==> config.mk <==
export PLATFORM = sky130hd
export DESIGN_NAME = draw_core
export DESIGN_NICKNAME = d
export VERILOG_FILES = /design/src/common/draw_pkg.sv /design/src/glyph/font_rom.sv /design/src/glyph/glyph_engine.sv /design/src/raster/span_engine.sv /design/src/verilog/pixel_writer.sv /design/src/verilog/draw_cmd_decode.sv /design/src/verilog/draw_core.sv
export SDC_FILE = /design/constraint.sdc
export NUM_CORES = 1
export LEC_CHECK = 0
export ABC_CLOCK_PERIOD_IN_PS = 3850
export BUFFER_PORTS_ARGS = -buffer_cell sky130_fd_sc_hd__buf_2
export CORE_MARGIN = 2
export CORE_UTILIZATION = 40
export CTS_CLUSTER_SIZE = 25
export DETAILED_ROUTE_END_ITERATION = 6
export HOLD_SLACK_MARGIN = 0.03
export PLACE_DENSITY_LB_ADDON = 0.15
export SYNTH_ARGS = -nofsm -noshare
export SYNTH_HDL_FRONTEND = slang
export SYNTH_HIERARCHICAL = 1
export SYNTH_SLANG_ARGS = --single-unit
==> constraint.sdc <==
create_clock -name clk -period 3.85 [get_ports clk]
set_input_delay 0.1925 -clock clk [delete_from_list [all_inputs] [get_ports clk]]
set_output_delay 0.1925 -clock clk [all_outputs]
set_load 0.01 [all_outputs]
==> src/glyph/digit_font.hex <==
// One font byte per line, eight lines per digit, digits 0 to 9 in order.
// Byte c is glyph row c; bit 0 is the rightmost pixel of that row.
3c  // Digit 0.
66
6e
76
66
66
3c
00
18  // Digit 1.
38
18
18
18
18
7e
00
3c  // Digit 2.
66
06
0c
30
60
7e
00
3c  // Digit 3.
66
06
1c
06
66
3c
00
0c  // Digit 4.
1c
3c
6c
7e
0c
0c
00
7e  // Digit 5.
60
7c
06
06
66
3c
00
3c  // Digit 6.
60
7c
66
66
66
3c
00
7e  // Digit 7.
06
0c
18
30
30
30
00
3c  // Digit 8.
66
66
3c
66
66
3c
00
3c  // Digit 9.
66
66
3e
06
0c
38
00

==> src/common/draw_pkg.sv <==
`default_nettype none

package draw_pkg;

  //////////////////////////////////////////////////
  // SDRAM side.
  localparam int addr_w = 24;                      // Bank, row and column bits.

  typedef logic [addr_w-1:0] pix_addr_t;           // y * width + x.
  typedef logic [15:0] color_t;                    // RGB565.

  //////////////////////////////////////////////////
  // Colour table.
  localparam color_t color_black  = 16'h0000;
  localparam color_t color_green  = 16'h07E0;
  localparam color_t color_yellow = 16'hFFE0;

  //////////////////////////////////////////////////
  // Command codes.
  typedef enum logic [3:0] {
    cmd_clear  = 4'd0,  // Whole screen black.
    cmd_frame  = 4'd1,  // Border lines and centre line.
    cmd_photon = 4'd5,  // Photon counter digits.
    cmd_accum  = 4'd8   // Accumulated counter digits.
  } cmd_t;

  //////////////////////////////////////////////////
  // Glyph geometry.
  localparam int digit_count = 8;   // Nibbles per counter.
  localparam int glyph_cols  = 8;   // Font bytes per glyph.
  localparam int glyph_bits  = 8;   // Pixels per font byte.
  localparam int font_digits = 10;  // Glyphs 0 to 9.

  // Upper nibble picks the digit, lower three bits the byte.
  typedef logic [6:0] font_addr_t;

endpackage

`default_nettype wire

==> src/glyph/font_rom.sv <==
`default_nettype none

module font_rom (
  input  wire                         clk,
  input  wire draw_pkg::font_addr_t   font_addr,
  output logic [draw_pkg::glyph_bits-1:0] font_byte
);
  import draw_pkg::*;

  localparam int depth = font_digits * glyph_cols;  // 80 bytes.

  logic [glyph_bits-1:0] mem [depth];

  initial $readmemh("/design/src/glyph/digit_font.hex", mem);

  // Registered read. Past the stored glyphs is blank.
  always_ff @(posedge clk) begin
    if (font_addr < font_addr_t'(depth))
      font_byte <= mem[font_addr];
    else
      font_byte <= '0;
  end

endmodule

`default_nettype wire

==> src/glyph/glyph_engine.sv <==
`default_nettype none

module glyph_engine #(
  parameter int screen_width = 480
) (
  input  wire                      clk,
  input  wire                      rst_n,
  input  wire                      glyph_start,
  input  wire [31:0]               glyph_value,
  input  wire draw_pkg::pix_addr_t glyph_x,
  input  wire draw_pkg::pix_addr_t glyph_y,
  input  wire                      pix_ack,
  output logic                     glyph_busy,
  output logic                     pix_valid,
  output draw_pkg::pix_addr_t      pix_addr,
  output draw_pkg::color_t         pix_color
);
  import draw_pkg::*;

  localparam pix_addr_t row_step = pix_addr_t'(screen_width);

  typedef enum logic [1:0] {
    g_idle,
    g_wait,   // Font address settles into the ROM.
    g_load,   // Font byte available.
    g_draw    // Shifting out eight pixels.
  } state_t;

  state_t                state;
  logic [2:0]            digit_idx;
  logic [2:0]            col_idx;    // Font byte within glyph.
  logic [2:0]            bit_idx;
  logic [31:0]           value_q;    // Current digit in the top nibble.
  pix_addr_t             x_q;
  pix_addr_t             row_base;   // Screen row of the current byte.
  logic [glyph_bits-1:0] byte_q;
  logic [glyph_bits-1:0] font_byte;
  font_addr_t            font_addr;
  logic                  byte_end;
  logic                  last_byte;

  assign font_addr = {value_q[31:28], col_idx};  // Nibbles above 9 read blank.
  assign byte_end  = (bit_idx == 3'(glyph_bits - 1));
  assign last_byte = (col_idx == 3'(glyph_cols - 1)) && (digit_idx == 3'(digit_count - 1));

  font_rom font_i (
    .clk       (clk),
    .font_addr (font_addr),
    .font_byte (font_byte)
  );

  //////////////////////////////////////////////////
  // Sequencer. Order is digit, byte, bit.
  always_ff @(posedge clk or negedge rst_n) begin
    if (!rst_n) begin
      state      <= g_idle;
      glyph_busy <= 1'b0;
      pix_valid  <= 1'b0;
      digit_idx  <= '0;
      col_idx    <= '0;
      bit_idx    <= '0;
    end else if (glyph_start) begin
      state      <= g_wait;
      glyph_busy <= 1'b1;
      digit_idx  <= '0;
      col_idx    <= '0;
    end else begin
      case (state)
        g_wait: state <= g_load;
        g_load: begin
          state     <= g_draw;
          pix_valid <= 1'b1;
          bit_idx   <= '0;                   // LSB first.
        end
        g_draw: begin
          if (pix_ack && !byte_end) begin
            bit_idx <= bit_idx + 3'd1;
          end else if (pix_ack) begin
            pix_valid <= 1'b0;                 // Gap while the next byte loads.
            if (last_byte) begin
              state      <= g_idle;
              glyph_busy <= 1'b0;
            end else begin
              state   <= g_wait;
              col_idx <= col_idx + 3'd1;       // Wraps to 0 on a new digit.
              if (col_idx == 3'(glyph_cols - 1))
                digit_idx <= digit_idx + 3'd1;
            end
          end
        end
        default: state <= g_idle;
      endcase
    end
  end

  // Pixel payload.
  always_ff @(posedge clk) begin
    if (glyph_start) begin
      value_q  <= glyph_value;
      x_q      <= glyph_x;
      row_base <= glyph_y * row_step;
    end else if (state == g_load) begin
      byte_q    <= font_byte;
      pix_addr  <= row_base + x_q;             // Bit 0 at the rightmost x.
      pix_color <= font_byte[0] ? color_green : color_black;
    end else if (state == g_draw && pix_ack) begin
      if (!byte_end) begin
        byte_q    <= byte_q >> 1;
        pix_addr  <= pix_addr - pix_addr_t'(1);  // Next bit one pixel left.
        pix_color <= byte_q[1] ? color_green : color_black;
      end else begin
        row_base <= row_base + row_step;       // Digits stack downwards.
        if (col_idx == 3'(glyph_cols - 1))
          value_q <= value_q << 4;
      end
    end
  end

endmodule

`default_nettype wire

==> src/raster/span_engine.sv <==
`default_nettype none

module span_engine #(
  parameter int screen_width  = 480,
  parameter int screen_height = 800,
  parameter int frame_margin  = 10
) (
  input  wire                 clk,
  input  wire                 rst_n,
  input  wire                 span_start,
  input  wire                 span_fill,
  input  wire                 pix_ack,
  output logic                span_busy,
  output logic                pix_valid,
  output draw_pkg::pix_addr_t pix_addr,
  output draw_pkg::color_t    pix_color
);
  import draw_pkg::*;

  //////////////////////////////////////////////////
  // Run geometry.
  localparam pix_addr_t fill_last = pix_addr_t'(screen_width * screen_height - 1);
  localparam pix_addr_t col_step  = pix_addr_t'(screen_width);   // One row down.
  localparam pix_addr_t top_row   = pix_addr_t'(frame_margin * screen_width);
  localparam pix_addr_t bot_row   =
    pix_addr_t'((screen_height - 1 - frame_margin) * screen_width);
  localparam pix_addr_t left_x    = pix_addr_t'(frame_margin);
  localparam pix_addr_t right_x   = pix_addr_t'(screen_width - 1 - frame_margin);
  localparam pix_addr_t mid_x     = pix_addr_t'(screen_width / 2);

  logic       fill_q;
  logic [2:0] run_idx;   // 0..4 for frame.
  logic       at_end;
  logic       last_run;

  function automatic pix_addr_t run_first(input logic fill, input logic [2:0] idx);
    if (fill) return '0;
    case (idx)
      3'd0:    return top_row + left_x;   // Top row.
      3'd1:    return bot_row + left_x;   // Bottom row.
      3'd2:    return top_row + left_x;   // Left column.
      3'd3:    return top_row + right_x;  // Right column.
      default: return top_row + mid_x;    // Centre column.
    endcase
  endfunction

  function automatic pix_addr_t run_last(input logic fill, input logic [2:0] idx);
    if (fill) return fill_last;
    case (idx)
      3'd0:    return top_row + right_x;
      3'd1:    return bot_row + right_x;
      3'd2:    return bot_row + left_x;
      3'd3:    return bot_row + right_x;
      default: return bot_row + mid_x;
    endcase
  endfunction

  function automatic color_t run_color(input logic fill, input logic [2:0] idx);
    if (fill) return color_black;
    return (idx == 3'd4) ? color_yellow : color_green;
  endfunction

  assign at_end   = (pix_addr == run_last(fill_q, run_idx));
  assign last_run = fill_q || (run_idx == 3'd4);

  always_ff @(posedge clk or negedge rst_n) begin
    if (!rst_n) begin
      span_busy <= 1'b0;
      pix_valid <= 1'b0;
      fill_q    <= 1'b0;
      run_idx   <= '0;
    end else if (span_start) begin
      span_busy <= 1'b1;
      pix_valid <= 1'b1;   // First pixel out next cycle.
      fill_q    <= span_fill;
      run_idx   <= '0;
    end else if (pix_ack && at_end) begin
      if (last_run) begin
        span_busy <= 1'b0;
        pix_valid <= 1'b0;
      end else begin
        run_idx <= run_idx + 3'd1;
      end
    end
  end

  // Walk the address; rows step by one, columns by a row.
  always_ff @(posedge clk) begin
    if (span_start) begin
      pix_addr  <= run_first(span_fill, 3'd0);
      pix_color <= run_color(span_fill, 3'd0);
    end else if (pix_ack) begin
      if (at_end) begin
        pix_addr  <= run_first(fill_q, run_idx + 3'd1);
        pix_color <= run_color(fill_q, run_idx + 3'd1);
      end else if (fill_q || run_idx < 3'd2) begin
        pix_addr <= pix_addr + pix_addr_t'(1);
      end else begin
        pix_addr <= pix_addr + col_step;
      end
    end
  end

endmodule

`default_nettype wire

==> src/verilog/pixel_writer.sv <==
`default_nettype none

module pixel_writer (
  input  wire                    clk,
  input  wire                    rst_n,
  input  wire                    sel_glyph,
  input  wire                    span_pix_valid,
  input  wire draw_pkg::pix_addr_t span_pix_addr,
  input  wire draw_pkg::color_t  span_pix_color,
  input  wire                    glyph_pix_valid,
  input  wire draw_pkg::pix_addr_t glyph_pix_addr,
  input  wire draw_pkg::color_t  glyph_pix_color,
  input  wire                    wr_done,
  output logic                   span_pix_ack,
  output logic                   glyph_pix_ack,
  output draw_pkg::pix_addr_t    wr_addr,
  output draw_pkg::color_t       wr_data,
  output logic                   wr_req
);
  import draw_pkg::*;

  logic      sel_valid;
  pix_addr_t sel_addr;
  color_t    sel_color;
  logic      write_ack;

  // Source mux.
  always_comb begin
    if (sel_glyph) begin
      sel_valid = glyph_pix_valid;
      sel_addr  = glyph_pix_addr;
      sel_color = glyph_pix_color;
    end else begin
      sel_valid = span_pix_valid;
      sel_addr  = span_pix_addr;
      sel_color = span_pix_color;
    end
  end

  assign write_ack     = wr_req && wr_done;  // One pixel retired.
  assign span_pix_ack  = write_ack && !sel_glyph;
  assign glyph_pix_ack = write_ack && sel_glyph;

  always_ff @(posedge clk or negedge rst_n) begin
    if (!rst_n) begin
      wr_req <= 1'b0;
    end else if (write_ack) begin
      wr_req <= 1'b0;                        // Drop the cycle after done.
    end else if (!wr_req && sel_valid) begin
      wr_req <= 1'b1;
    end
  end

  // Address and data held for the whole request.
  always_ff @(posedge clk) begin
    if (!wr_req && sel_valid) begin
      wr_addr <= sel_addr;
      wr_data <= sel_color;
    end
  end

endmodule

`default_nettype wire

==> src/verilog/draw_cmd_decode.sv <==
`default_nettype none

module draw_cmd_decode #(
  parameter int photon_x = 234,
  parameter int photon_y = 680,
  parameter int accum_x  = 180,
  parameter int accum_y  = 680
) (
  input  wire                 clk,
  input  wire                 rst_n,
  input  wire                 en,
  input  wire draw_pkg::cmd_t cmd,
  input  wire [31:0]          data,
  input  wire                 span_busy,
  input  wire                 glyph_busy,
  output logic                span_start,
  output logic                span_fill,    // Clear rather than frame.
  output logic                glyph_start,
  output logic [31:0]         glyph_value,
  output draw_pkg::pix_addr_t glyph_x,
  output draw_pkg::pix_addr_t glyph_y,
  output logic                sel_glyph,    // Writer listens to glyph engine.
  output logic                draw_done
);
  import draw_pkg::*;

  typedef enum logic [1:0] {
    st_idle,    // Waiting for en.
    st_launch,  // Start pulse out, busy not yet up.
    st_wait     // Engine running.
  } state_t;

  state_t state;
  logic   accept;

  assign accept = (state == st_idle) && en;

  //////////////////////////////////////////////////
  // Command FSM.
  always_ff @(posedge clk or negedge rst_n) begin
    if (!rst_n) begin
      state       <= st_idle;
      span_start  <= 1'b0;
      glyph_start <= 1'b0;
      sel_glyph   <= 1'b0;
      draw_done   <= 1'b0;
    end else begin
      span_start  <= 1'b0;  // Strobes last one cycle.
      glyph_start <= 1'b0;
      draw_done   <= 1'b0;
      case (state)
        st_idle: begin
          if (en) begin
            case (cmd)
              cmd_clear, cmd_frame: begin
                span_start <= 1'b1;
                sel_glyph  <= 1'b0;
                state      <= st_launch;
              end
              cmd_photon, cmd_accum: begin
                glyph_start <= 1'b1;
                sel_glyph   <= 1'b1;
                state       <= st_launch;
              end
              default: state <= st_idle;  // Unknown code, stay put.
            endcase
          end
        end
        st_launch: state <= st_wait;
        st_wait: begin
          // Busy drops once the last pixel is acked.
          if (!span_busy && !glyph_busy) begin
            draw_done <= 1'b1;
            state     <= st_idle;
          end
        end
        default: state <= st_idle;
      endcase
    end
  end

  // Operands for the engines.
  always_ff @(posedge clk) begin
    if (accept) begin
      span_fill   <= (cmd == cmd_clear);
      glyph_value <= data;
      glyph_x     <= (cmd == cmd_accum) ? pix_addr_t'(accum_x) : pix_addr_t'(photon_x);
      glyph_y     <= (cmd == cmd_accum) ? pix_addr_t'(accum_y) : pix_addr_t'(photon_y);
    end
  end

endmodule

`default_nettype wire

==> src/verilog/draw_core.sv <==
`default_nettype none

module draw_core #(
  parameter int screen_width  = 480,
  parameter int screen_height = 800,
  parameter int frame_margin  = 10,
  parameter int photon_x      = 234,  // Rightmost x of photon counter.
  parameter int photon_y      = 680,
  parameter int accum_x       = 180,  // Rightmost x of accumulated counter.
  parameter int accum_y       = 680
) (
  input  wire                 clk,
  input  wire                 rst_n,
  input  wire                 en,
  input  wire draw_pkg::cmd_t cmd,
  input  wire [31:0]          data,
  output logic                draw_done,
  output draw_pkg::pix_addr_t wr_addr,
  output draw_pkg::color_t    wr_data,
  output logic                wr_req,
  input  wire                 wr_done
);
  import draw_pkg::*;

  // Decode to engines.
  logic        span_start;
  logic        span_fill;
  logic        glyph_start;
  logic [31:0] glyph_value;
  pix_addr_t   glyph_x;
  pix_addr_t   glyph_y;
  logic        sel_glyph;
  logic        span_busy;
  logic        glyph_busy;

  // Engine pixel streams.
  logic      span_pix_valid;
  pix_addr_t span_pix_addr;
  color_t    span_pix_color;
  logic      span_pix_ack;
  logic      glyph_pix_valid;
  pix_addr_t glyph_pix_addr;
  color_t    glyph_pix_color;
  logic      glyph_pix_ack;

  draw_cmd_decode #(
    .photon_x (photon_x),
    .photon_y (photon_y),
    .accum_x  (accum_x),
    .accum_y  (accum_y)
  ) decode_i (
    .clk         (clk),
    .rst_n       (rst_n),
    .en          (en),
    .cmd         (cmd),
    .data        (data),
    .span_busy   (span_busy),
    .glyph_busy  (glyph_busy),
    .span_start  (span_start),
    .span_fill   (span_fill),
    .glyph_start (glyph_start),
    .glyph_value (glyph_value),
    .glyph_x     (glyph_x),
    .glyph_y     (glyph_y),
    .sel_glyph   (sel_glyph),
    .draw_done   (draw_done)
  );

  span_engine #(
    .screen_width  (screen_width),
    .screen_height (screen_height),
    .frame_margin  (frame_margin)
  ) span_i (
    .clk        (clk),
    .rst_n      (rst_n),
    .span_start (span_start),
    .span_fill  (span_fill),
    .pix_ack    (span_pix_ack),
    .span_busy  (span_busy),
    .pix_valid  (span_pix_valid),
    .pix_addr   (span_pix_addr),
    .pix_color  (span_pix_color)
  );

  glyph_engine #(
    .screen_width (screen_width)
  ) glyph_i (
    .clk         (clk),
    .rst_n       (rst_n),
    .glyph_start (glyph_start),
    .glyph_value (glyph_value),
    .glyph_x     (glyph_x),
    .glyph_y     (glyph_y),
    .pix_ack     (glyph_pix_ack),
    .glyph_busy  (glyph_busy),
    .pix_valid   (glyph_pix_valid),
    .pix_addr    (glyph_pix_addr),
    .pix_color   (glyph_pix_color)
  );

  pixel_writer writer_i (
    .clk             (clk),
    .rst_n           (rst_n),
    .sel_glyph       (sel_glyph),
    .span_pix_valid  (span_pix_valid),
    .span_pix_addr   (span_pix_addr),
    .span_pix_color  (span_pix_color),
    .glyph_pix_valid (glyph_pix_valid),
    .glyph_pix_addr  (glyph_pix_addr),
    .glyph_pix_color (glyph_pix_color),
    .wr_done         (wr_done),
    .span_pix_ack    (span_pix_ack),
    .glyph_pix_ack   (glyph_pix_ack),
    .wr_addr         (wr_addr),
    .wr_data         (wr_data),
    .wr_req          (wr_req)
  );

endmodule

`default_nettype wire

Word level (Yosys, flattened, before mapping):

Cells that the tools add are included.

* memories: 0
* output and inout port bits: 42
* logic and storage cells: 226
* latch bits: 0
* memory bits (writable): 0
* bits in registers: 298
* bits in read-only memories: 0

* divide/modulo/power cells: 0
* reductions and logical operators: 55
* magnitude comparators: 2
* multiplexer cells: 96
* multipliers: 0
* equality and inequality tests: 32
* bitwise operators: 2
* $add $sub $neg: 9
* shift operators: 0

Operators with widths (count)
* 24-bit two-way mux: 17
* 16-bit two-way mux: 12
* 32-bit two-way mux: 5
* 19-bit one-hot mux with 3 select lines: 2
* 24-bit by 9-bit adder with 24-bit output, second input constant: 2
* 3-bit two-way mux: 15
* 1-bit two-way mux: 29
* 2-bit nonzero test: 14
* 24-bit by 1-bit adder with 24-bit output, second input constant: 1
* 24-bit adder: 1
* 24-bit == test: 1
* 8-bit two-way mux: 3
* 24-bit by 1-bit subtractor with 24-bit output, second input constant: 1
* 11-bit two-way mux: 2
* 4-bit AND reduction: 4
* 3-bit == test, second input constant: 5
* 3-bit AND reduction: 5
* 2-bit inequality test, second input constant: 7
* 3-bit by 1-bit adder with 3-bit output, second input constant: 4
* 3-bit by 2-bit == test with 1-bit output, second input constant: 4
* 2-bit one-hot mux with 3 select lines: 2
* 1-bit logical AND: 10
* 2-bit two-way mux: 5
* 2-bit AND reduction: 5
* 23 further kinds: 40

Longest topological paths before layout:

Gate-level depths: netlist of the first run.

* word-level depth: 12
* mapped depth: 14
* depth with buffers taken out: 11

Modules after synthesis:

The synthesis of the first run kept the hierarchy.

By module, submodules not included
* glyph_engine: sequential area each 3538.4 µm², area each 8199.1 µm², instances 1, cells an instance 749
* span_engine: sequential area each 905.9 µm², area each 2482.4 µm², instances 1, cells an instance 265
* pixel_writer: sequential area each 1226.2 µm², area each 1943.1 µm², instances 1, cells an instance 92
* draw_cmd_decode: sequential area each 1201.2 µm², area each 1691.6 µm², instances 1, cells an instance 109
* font_rom: sequential area each 0.0 µm², area each 63.8 µm², instances 1, cells an instance 9

Least setup slack after synthesis of the first run:

Ideal clock, no wire load.

* kind: register to register
* from: register decode_i.sel_glyph
* to: register glyph_i.value_q[0] (enable)
* period minus slack after synthesis: 3712 ps
* stages on the path, launching flop included: 7
* setup slack: 138 ps
* arrival time: 3322 ps
* path through: dfrtp_1 > buf_6 > buf_8 > and3_1 > nand3_1 > o21ai_0 > o21a_1

* longest elaborated chain between the ends: 4

Ends and longest elaborated chain
* from (decl): RTL line draw_cmd_decode.sv:22 `output logic sel_glyph,`
* from (signal assigned): RTL line draw_cmd_decode.sv:45 `sel_glyph <= 1'b0;`
* from (signal assigned): RTL line draw_cmd_decode.sv:57 `sel_glyph <= 1'b0;`
* from (signal assigned): RTL line draw_cmd_decode.sv:62 `sel_glyph <= 1'b1;`
* 1-bit logical AND: RTL line pixel_writer.sv:42 `assign glyph_pix_ack = write_ack && sel_glyph;`
* named net glyph_pix_ack: RTL line draw_core.sv:44 `logic glyph_pix_ack;`
* 1-bit logical AND: RTL line glyph_engine.sv:106 `end else if (state == g_draw && pix_ack) begin`
* 2-bit nonzero test (no source line)
* 4-bit AND reduction (no source line)
* to (signal assigned): RTL line glyph_engine.sv:99 `value_q <= glyph_value;`
* to (signal assigned): RTL line glyph_engine.sv:114 `value_q <= value_q << 4;`
* to (decl): RTL line glyph_engine.sv:33 `logic [31:0] value_q;`

The timed path passes the listed nets, and every way through them passes these cells.
A chain may end at the register's enable or synchronous reset.

Final worst setup path of the first run:

* from: register span_i.run_idx[2]
* to: register span_i.pix_addr[7] (data pin)

* longest elaborated chain between the ends: 8
* elaborated cells on any way between the ends: 22
* classes of those cells: add/sub: 1; order compare: 1; eq/ne: 7; mux: 8; reduce/logical: 5

Ends and longest elaborated chain
* from (decl): RTL line span_engine.sv:32 `logic [2:0] run_idx;`
* from (signal assigned): RTL line span_engine.sv:82 `run_idx <= run_idx + 3'd1;`
* 3-bit by 1-bit adder with 3-bit output (tied with other cells): RTL line span_engine.sv:94 `pix_addr <= run_first(fill_q, run_idx + 3'd1);`
* 3-bit by 2-bit == test with 1-bit output (tied with other cells): RTL line span_engine.sv:38 `case (idx)`
* 2-bit OR reduction (no source line) or 19-bit one-hot mux with 3 select lines (tied branches)
* 19-bit one-hot mux with 3 select lines or 24-bit two-way mux (tied branches): RTL line span_engine.sv:38, span_engine.sv:49
* 24-bit two-way mux or 24-bit == test (tied branches): RTL line span_engine.sv:38, span_engine.sv:63
* 24-bit two-way mux (*): RTL line span_engine.sv:93 `if (at_end) begin`
* 24-bit two-way mux (*): RTL line span_engine.sv:92 `end else if (pix_ack) begin`
* 24-bit two-way mux (*): RTL line span_engine.sv:89 `if (span_start) begin`
* to (signal assigned): RTL line span_engine.sv:90 `pix_addr <= run_first(span_fill, 3'd0);`
* to (signal assigned): RTL line span_engine.sv:94
* to (signal assigned): RTL line span_engine.sv:97 `pix_addr <= pix_addr + pix_addr_t'(1);`
* to (decl): RTL line span_engine.sv:15 `output draw_pkg::pix_addr_t pix_addr,`

Mark *: on every way between the ends. The rest lies on a longest branch, timed or not. The select of a mux whose other input is x is not followed.

==> results of run 1 <==
metal layers:
layer	up-vias	share of wire	wire length, µm	GRT usage
met1	3708	0.49	11600	0.211
met4	0	0.014	331	0.0526
li1	3974	-	-	-
met3	20	0.028	662	0.0195
met2	122	0.46	10900	0.255
met5	-	0	0	0
area by class of cell:
cell class,instances,share of cell area
clock buffer,17,0.0330
tap,390,0.0378
clock inverter,15,0.0135
multi-input combinational,820,0.484
sequential,169,0.384
inverter,70,0.0204
timing repair buffer,61,0.0268
sequential cells by signal, summed over array words and instances, names as in the netlist, 2 cells and up:
| signal | flops |
|---|---|
| glyph_i/col_idx | 3 |
| glyph_i/row_base | 19 |
| glyph_i/byte_q | 8 |
| writer_i/wr_data | 16 |
| glyph_i/digit_idx | 3 |
| span_i/pix_color | 2 |
| glyph_i/bit_idx | 3 |
| span_i/pix_addr | 24 |
| decode_i/glyph_x | 2 |
| glyph_i/state | 2 |
| decode_i/state | 2 |
| span_i/run_idx | 3 |
| glyph_i/x_q | 24 |
| writer_i/wr_addr | 24 |
| glyph_i/pix_addr | 24 |
report_power, final:
group,switching [µW],internal (µW)
clock,839,879
sequential,433,2640
combinational,1440,1290
total,2710,4800
worst max-delay path, delay by kind of cell (launching register included):
family / cells / cell delay (ns)
AOI/OAI and AO/OA: 3 / 0.78
adders and majority gates: 1 / 0.29
buffers and inverters: 1 / 0.12
DFF: 1 / 0.58
and+or+nand+nor: 3 / 1.24
repair_timing:
item | CTS | global route
hold buffers | 4 | 0
setup endpoints to repair | 0 | 0
hold endpoints to repair | 27 | 0
layout by cell type, fill, tap and decap left out, types with 11 or more instances in the layout:
master,n
edfxtp_1,144
nand2_1,72
inv_1,69
nor2_1,67
conb_1,61
ha_1,55
buf_2,49
xnor2_1,46
a21oi_1,44
mux2_4,38
o21ai_0,36
nand3_1,35
xor2_1,32
fa_1,32
a21o_1,31
dfrtp_1,23
nor3_1,22
nand4_1,18
clkbuf_16,17
mux2i_1,13
and3_1,12
mux2_2,12
nor4_1,11
a211oi_1,11
worst max-delay path by stage:
stage,endpoint,slack [ns],start
2_1_floorplan,span_i/pix_color[10],1.05,span_i/run_idx[1]
3_3_place_gp,span_i/pix_addr[7],0.62,span_i/run_idx[2]
3_5_place_dp,span_i/pix_addr[7],0.60,span_i/run_idx[2]
4_1_cts,span_i/pix_addr[7],0.58,span_i/run_idx[2]
5_1_grt,span_i/pix_addr[7],0.29,span_i/run_idx[2]
6_report,span_i/pix_addr[7],0.55,span_i/run_idx[2]
stage by stage:
stage / area [µm²] / power (µW) / util / instances
6_report: 12900 / 7520 / 0.435 / 1542
5_1_grt: 12900 / 8030 / 0.435 / 1542
4_1_cts: 12900 / 7470 / 0.435 / 1542
3_3_place_gp: 12300 / 5710 / 0.413 / 1506
2_1_floorplan: 12300 / 5310 / - / 1176
3_5_place_dp: 12300 / 5730 / 0.413 / 1506
==> metrics, run 1 <==
status complete, no violations; DPL Wire Length 17500 µm; Core Box Area 29600 µm²; PwrDens 583 nW/µm²; Avg WL per Cell 15.2 µm; max-slew violations 0; Critical Path RT 4.00 ns; Congestion Overflow GR 0; I/O pins 82; hold path cells 2; Clock Skew 0.0127 ns; crit path capture type flop; NumNets Final 1267; drt total wl 23500 µm; Die ar. 31600 µm²; Placer Congestion 0.823; Hold EP decode_i/span_fill; Post-CTS Setup Bufs 0; crit-path cells inv_1, ha_1, or2_1, nor4b_1, o22ai_1, or4_4, o21ai_4, o221ai_1; synth warn 6; CP Class flop to flop; TritonCTS clock tree done; Syn Std Cell Area 12100 µm²; Least-Margin Pin Slew 1.12 ns; VDD IR max 0.336 mV; post-route ant nets 0; fin worst setup slack 0.546 ns; die width 178 µm; Critical-path top delay cell dfrtp_1; CTS max path bufs 2; Avg Cell Area, Syn 10.8 µm²; share of layout cells above drive strength 1 0.144; initial antenna violation count 0; Finish-stage setup viols 0; Hold Slack 0.0707 ns; TNS Setup 0 ns; port bufs 49; Sink Count 169; H-tree levels 4; Clock Latency Late Sink 0.43 ns; storage element area 4950 µm²; multi-input logic area 6250 µm²; FF-to-FF path depth 8; pin count of the biggest net entering global routing 58; Rows 63; DR vias 7824; Final Hold Fails 0; vias in the first global route 7720; setup repair after global routing missed its margin no; number of max-cap violations 0; worst flop-to-flop path startpoint span_i/run_idx[2]; total CTS buffers 17; critical path arrival 3.45 ns; Initial Util 0.407; Hold Path Class input port to flop; Reg clk slew, reported paths 0.08 ns; hold_sp cmd[1]; max frequency 0.303 GHz; n_diodes 0; leakage power 0.00523 µW; DR vias/cell 5.07; area delta synth->final 6.86%; die extent in y 178 µm; Global Route Usage Sum 0.155; reg-to-reg endpoint span_i/pix_addr[7]; Slew headroom 0.250; largest stage delay on the critical path 0.58 ns; initial drt markers 407; Final period util 0.858; post-CTS sizing 0; worst-path fanout max 14; first-pass GRT wire length 39000 µm; pre-CTS WS 0.601 ns; DRT Pass-1 Iters 5; Mapped Cells 1120; crit path launch type flop; reg-to-reg slack, setup 0.55 ns; clock root cell clkbuf_16; Period minus WS final 3.30 ns; DRC 0; Filler cells 2892
Power figures use the tool's default switching activity.
==> inputs of run 2 (changes only) <==
--- a/config.mk
+++ b/config.mk
@@ -11,6 +11,8 @@
 export CORE_UTILIZATION = 40
 export CTS_CLUSTER_SIZE = 25
 export DETAILED_ROUTE_END_ITERATION = 6
+export GPL_ROUTABILITY_DRIVEN = 0
+export GPL_TIMING_DRIVEN = 0
 export HOLD_SLACK_MARGIN = 0.03
 export PLACE_DENSITY_LB_ADDON = 0.15
 export SYNTH_ARGS = -nofsm -noshare
==> metrics, run 2 (synthesis gave the netlist of run 1 again) <==
status complete, no violations; Finish-stage setup viols 0; VDD IR max 0.374 mV; Clock Skew 0.0154 ns; DRC 0; reg-to-reg slack, setup 0.59 ns; TNS Setup 0 ns; port bufs 49; number of max-cap violations 0; crit path capture type flop; final design area excluding fillers 13700 µm²; max-slew violations 0; Avg WL per Cell 15.3 µm; initial antenna violation count 0; H-tree levels 4; PwrDens 570 nW/µm²; max frequency 0.307 GHz; initial drt markers 378; multi-input logic area 6250 µm²; Finished Core Util 0.463; CP Class flop to flop; pin count of the biggest net entering global routing 36; crit path launch type flop; Post-CTS Setup Bufs 0; Die ar. 31600 µm²; I/O pins 82; Initial Util 0.407; Period minus WS final 3.26 ns; first-pass GRT wire length 41000 µm; DPL Wire Length 19500 µm; share of layout cells above drive strength 1 0.196; total CTS buffers 17; Clock Latency Late Sink 0.44 ns; post-CTS sizing 0; Congestion Overflow GR 0; Hold Path Class input port to flop; die width 178 µm; Reg clk slew, reported paths 0.08 ns; critical path arrival 3.39 ns; die extent in y 178 µm; Filler cells 2841; leakage power 0.00574 µW; Slew headroom 0.338; Sink Count 169; Final period util 0.846; worst-path fanout max 10; Area after DPL 13100 µm²; clock root cell clkbuf_16; fin worst setup slack 0.593 ns; TritonCTS clock tree done; setup repair after global routing missed its margin no; DRT Pass-1 Iters 4; Least-Margin Pin Slew 0.993 ns; pre-CTS WS 0.131 ns; most common cell after layout, fill and taps aside edfxtp_1; Final Hold Fails 0; NumNets Final 1379; vias in the first global route 7878; DR vias 8272; post-route ant nets 0; Core Box Area 29600 µm²; Global Route Usage Sum 0.166; area delta synth->final 13.7%; n_diodes 0; CTS max path bufs 2; Rows 63; Critical Path RT 3.99 ns; storage element area 4950 µm²; most frequent cells in the layout edfxtp_1 (144), buf_4 (81), nand2_1 (72); drt total wl 25300 µm; DR vias/cell 5.00
run 2: per-stage QoR:
stage / hold WS (ns) / instances / total power [µW]
floorplan: -0.103 / 1176 / 5310
global placement: 0.236 / 1615 / 5960
detailed placement: 0.241 / 1617 / 6000
CTS: 0.0428 / 1653 / 7760
global route: 0.0448 / 1654 / 8350
finish: 0.0615 / 1654 / 7820
run 2: power by group:
part / total, µW / internal (µW) / switching, µW
logic: 3040 / 1470 / 1570
clock network: 1740 / 878 / 859
registers: 3050 / 2630 / 414
total: 7820 / 4980 / 2840
run 2: per-layer routing:
metal  part of all wire  vias up  wire (µm)  global-route usage
li1                   -     4210          -                   -
met1               0.47     3902      11900               0.217
met2               0.49      140      12300               0.284
met3              0.032       20        809              0.0253
met4              0.012        0        311              0.0458
met5                  0        -          0                   0
run 2: cell type report:
| class | instances | area share |
|---|---|---|
| multi-input combinational | 820 | 0.455 |
| buffer | 117 | 0.0603 |
| clock buffer | 17 | 0.0310 |
| clock inverter | 15 | 0.0127 |
| timing repair buffer | 56 | 0.0253 |
| sequential | 169 | 0.361 |
| tap | 390 | 0.0356 |
| inverter | 70 | 0.0191 |
run 2: what timing repair did:
item,CTS,global route
hold endpoints to repair,27,0
setup endpoints to repair,0,0
hold buffers,4,0
run 2: worst max-delay path, cell delays in order, from the launching register on:
cell	delay, ns
dfrtp_1	0.41
inv_1	0.14
ha_1	0.16
clkbuf_1	0.31
o21bai_1	0.17
a211oi_1	0.43
o22ai_1	0.17
or4_4	0.56
nor2_4	0.17
buf_6	0.18
a21o_1	0.23
run 2: final timing paths:
kind                       cells past startpoint              endpoint               start
min in group asynchronous                      2   decode_i/span_start               rst_n
min                                            2    decode_i/span_fill              cmd[1]
max reg2reg                                   10  span_i/pix_color[14]   span_i/run_idx[0]
min reg2reg                                    1    decode_i/draw_done  glyph_i/glyph_busy
max in group asynchronous                      2     span_i/run_idx[1]               rst_n
max                                           10  span_i/pix_color[14]   span_i/run_idx[0]
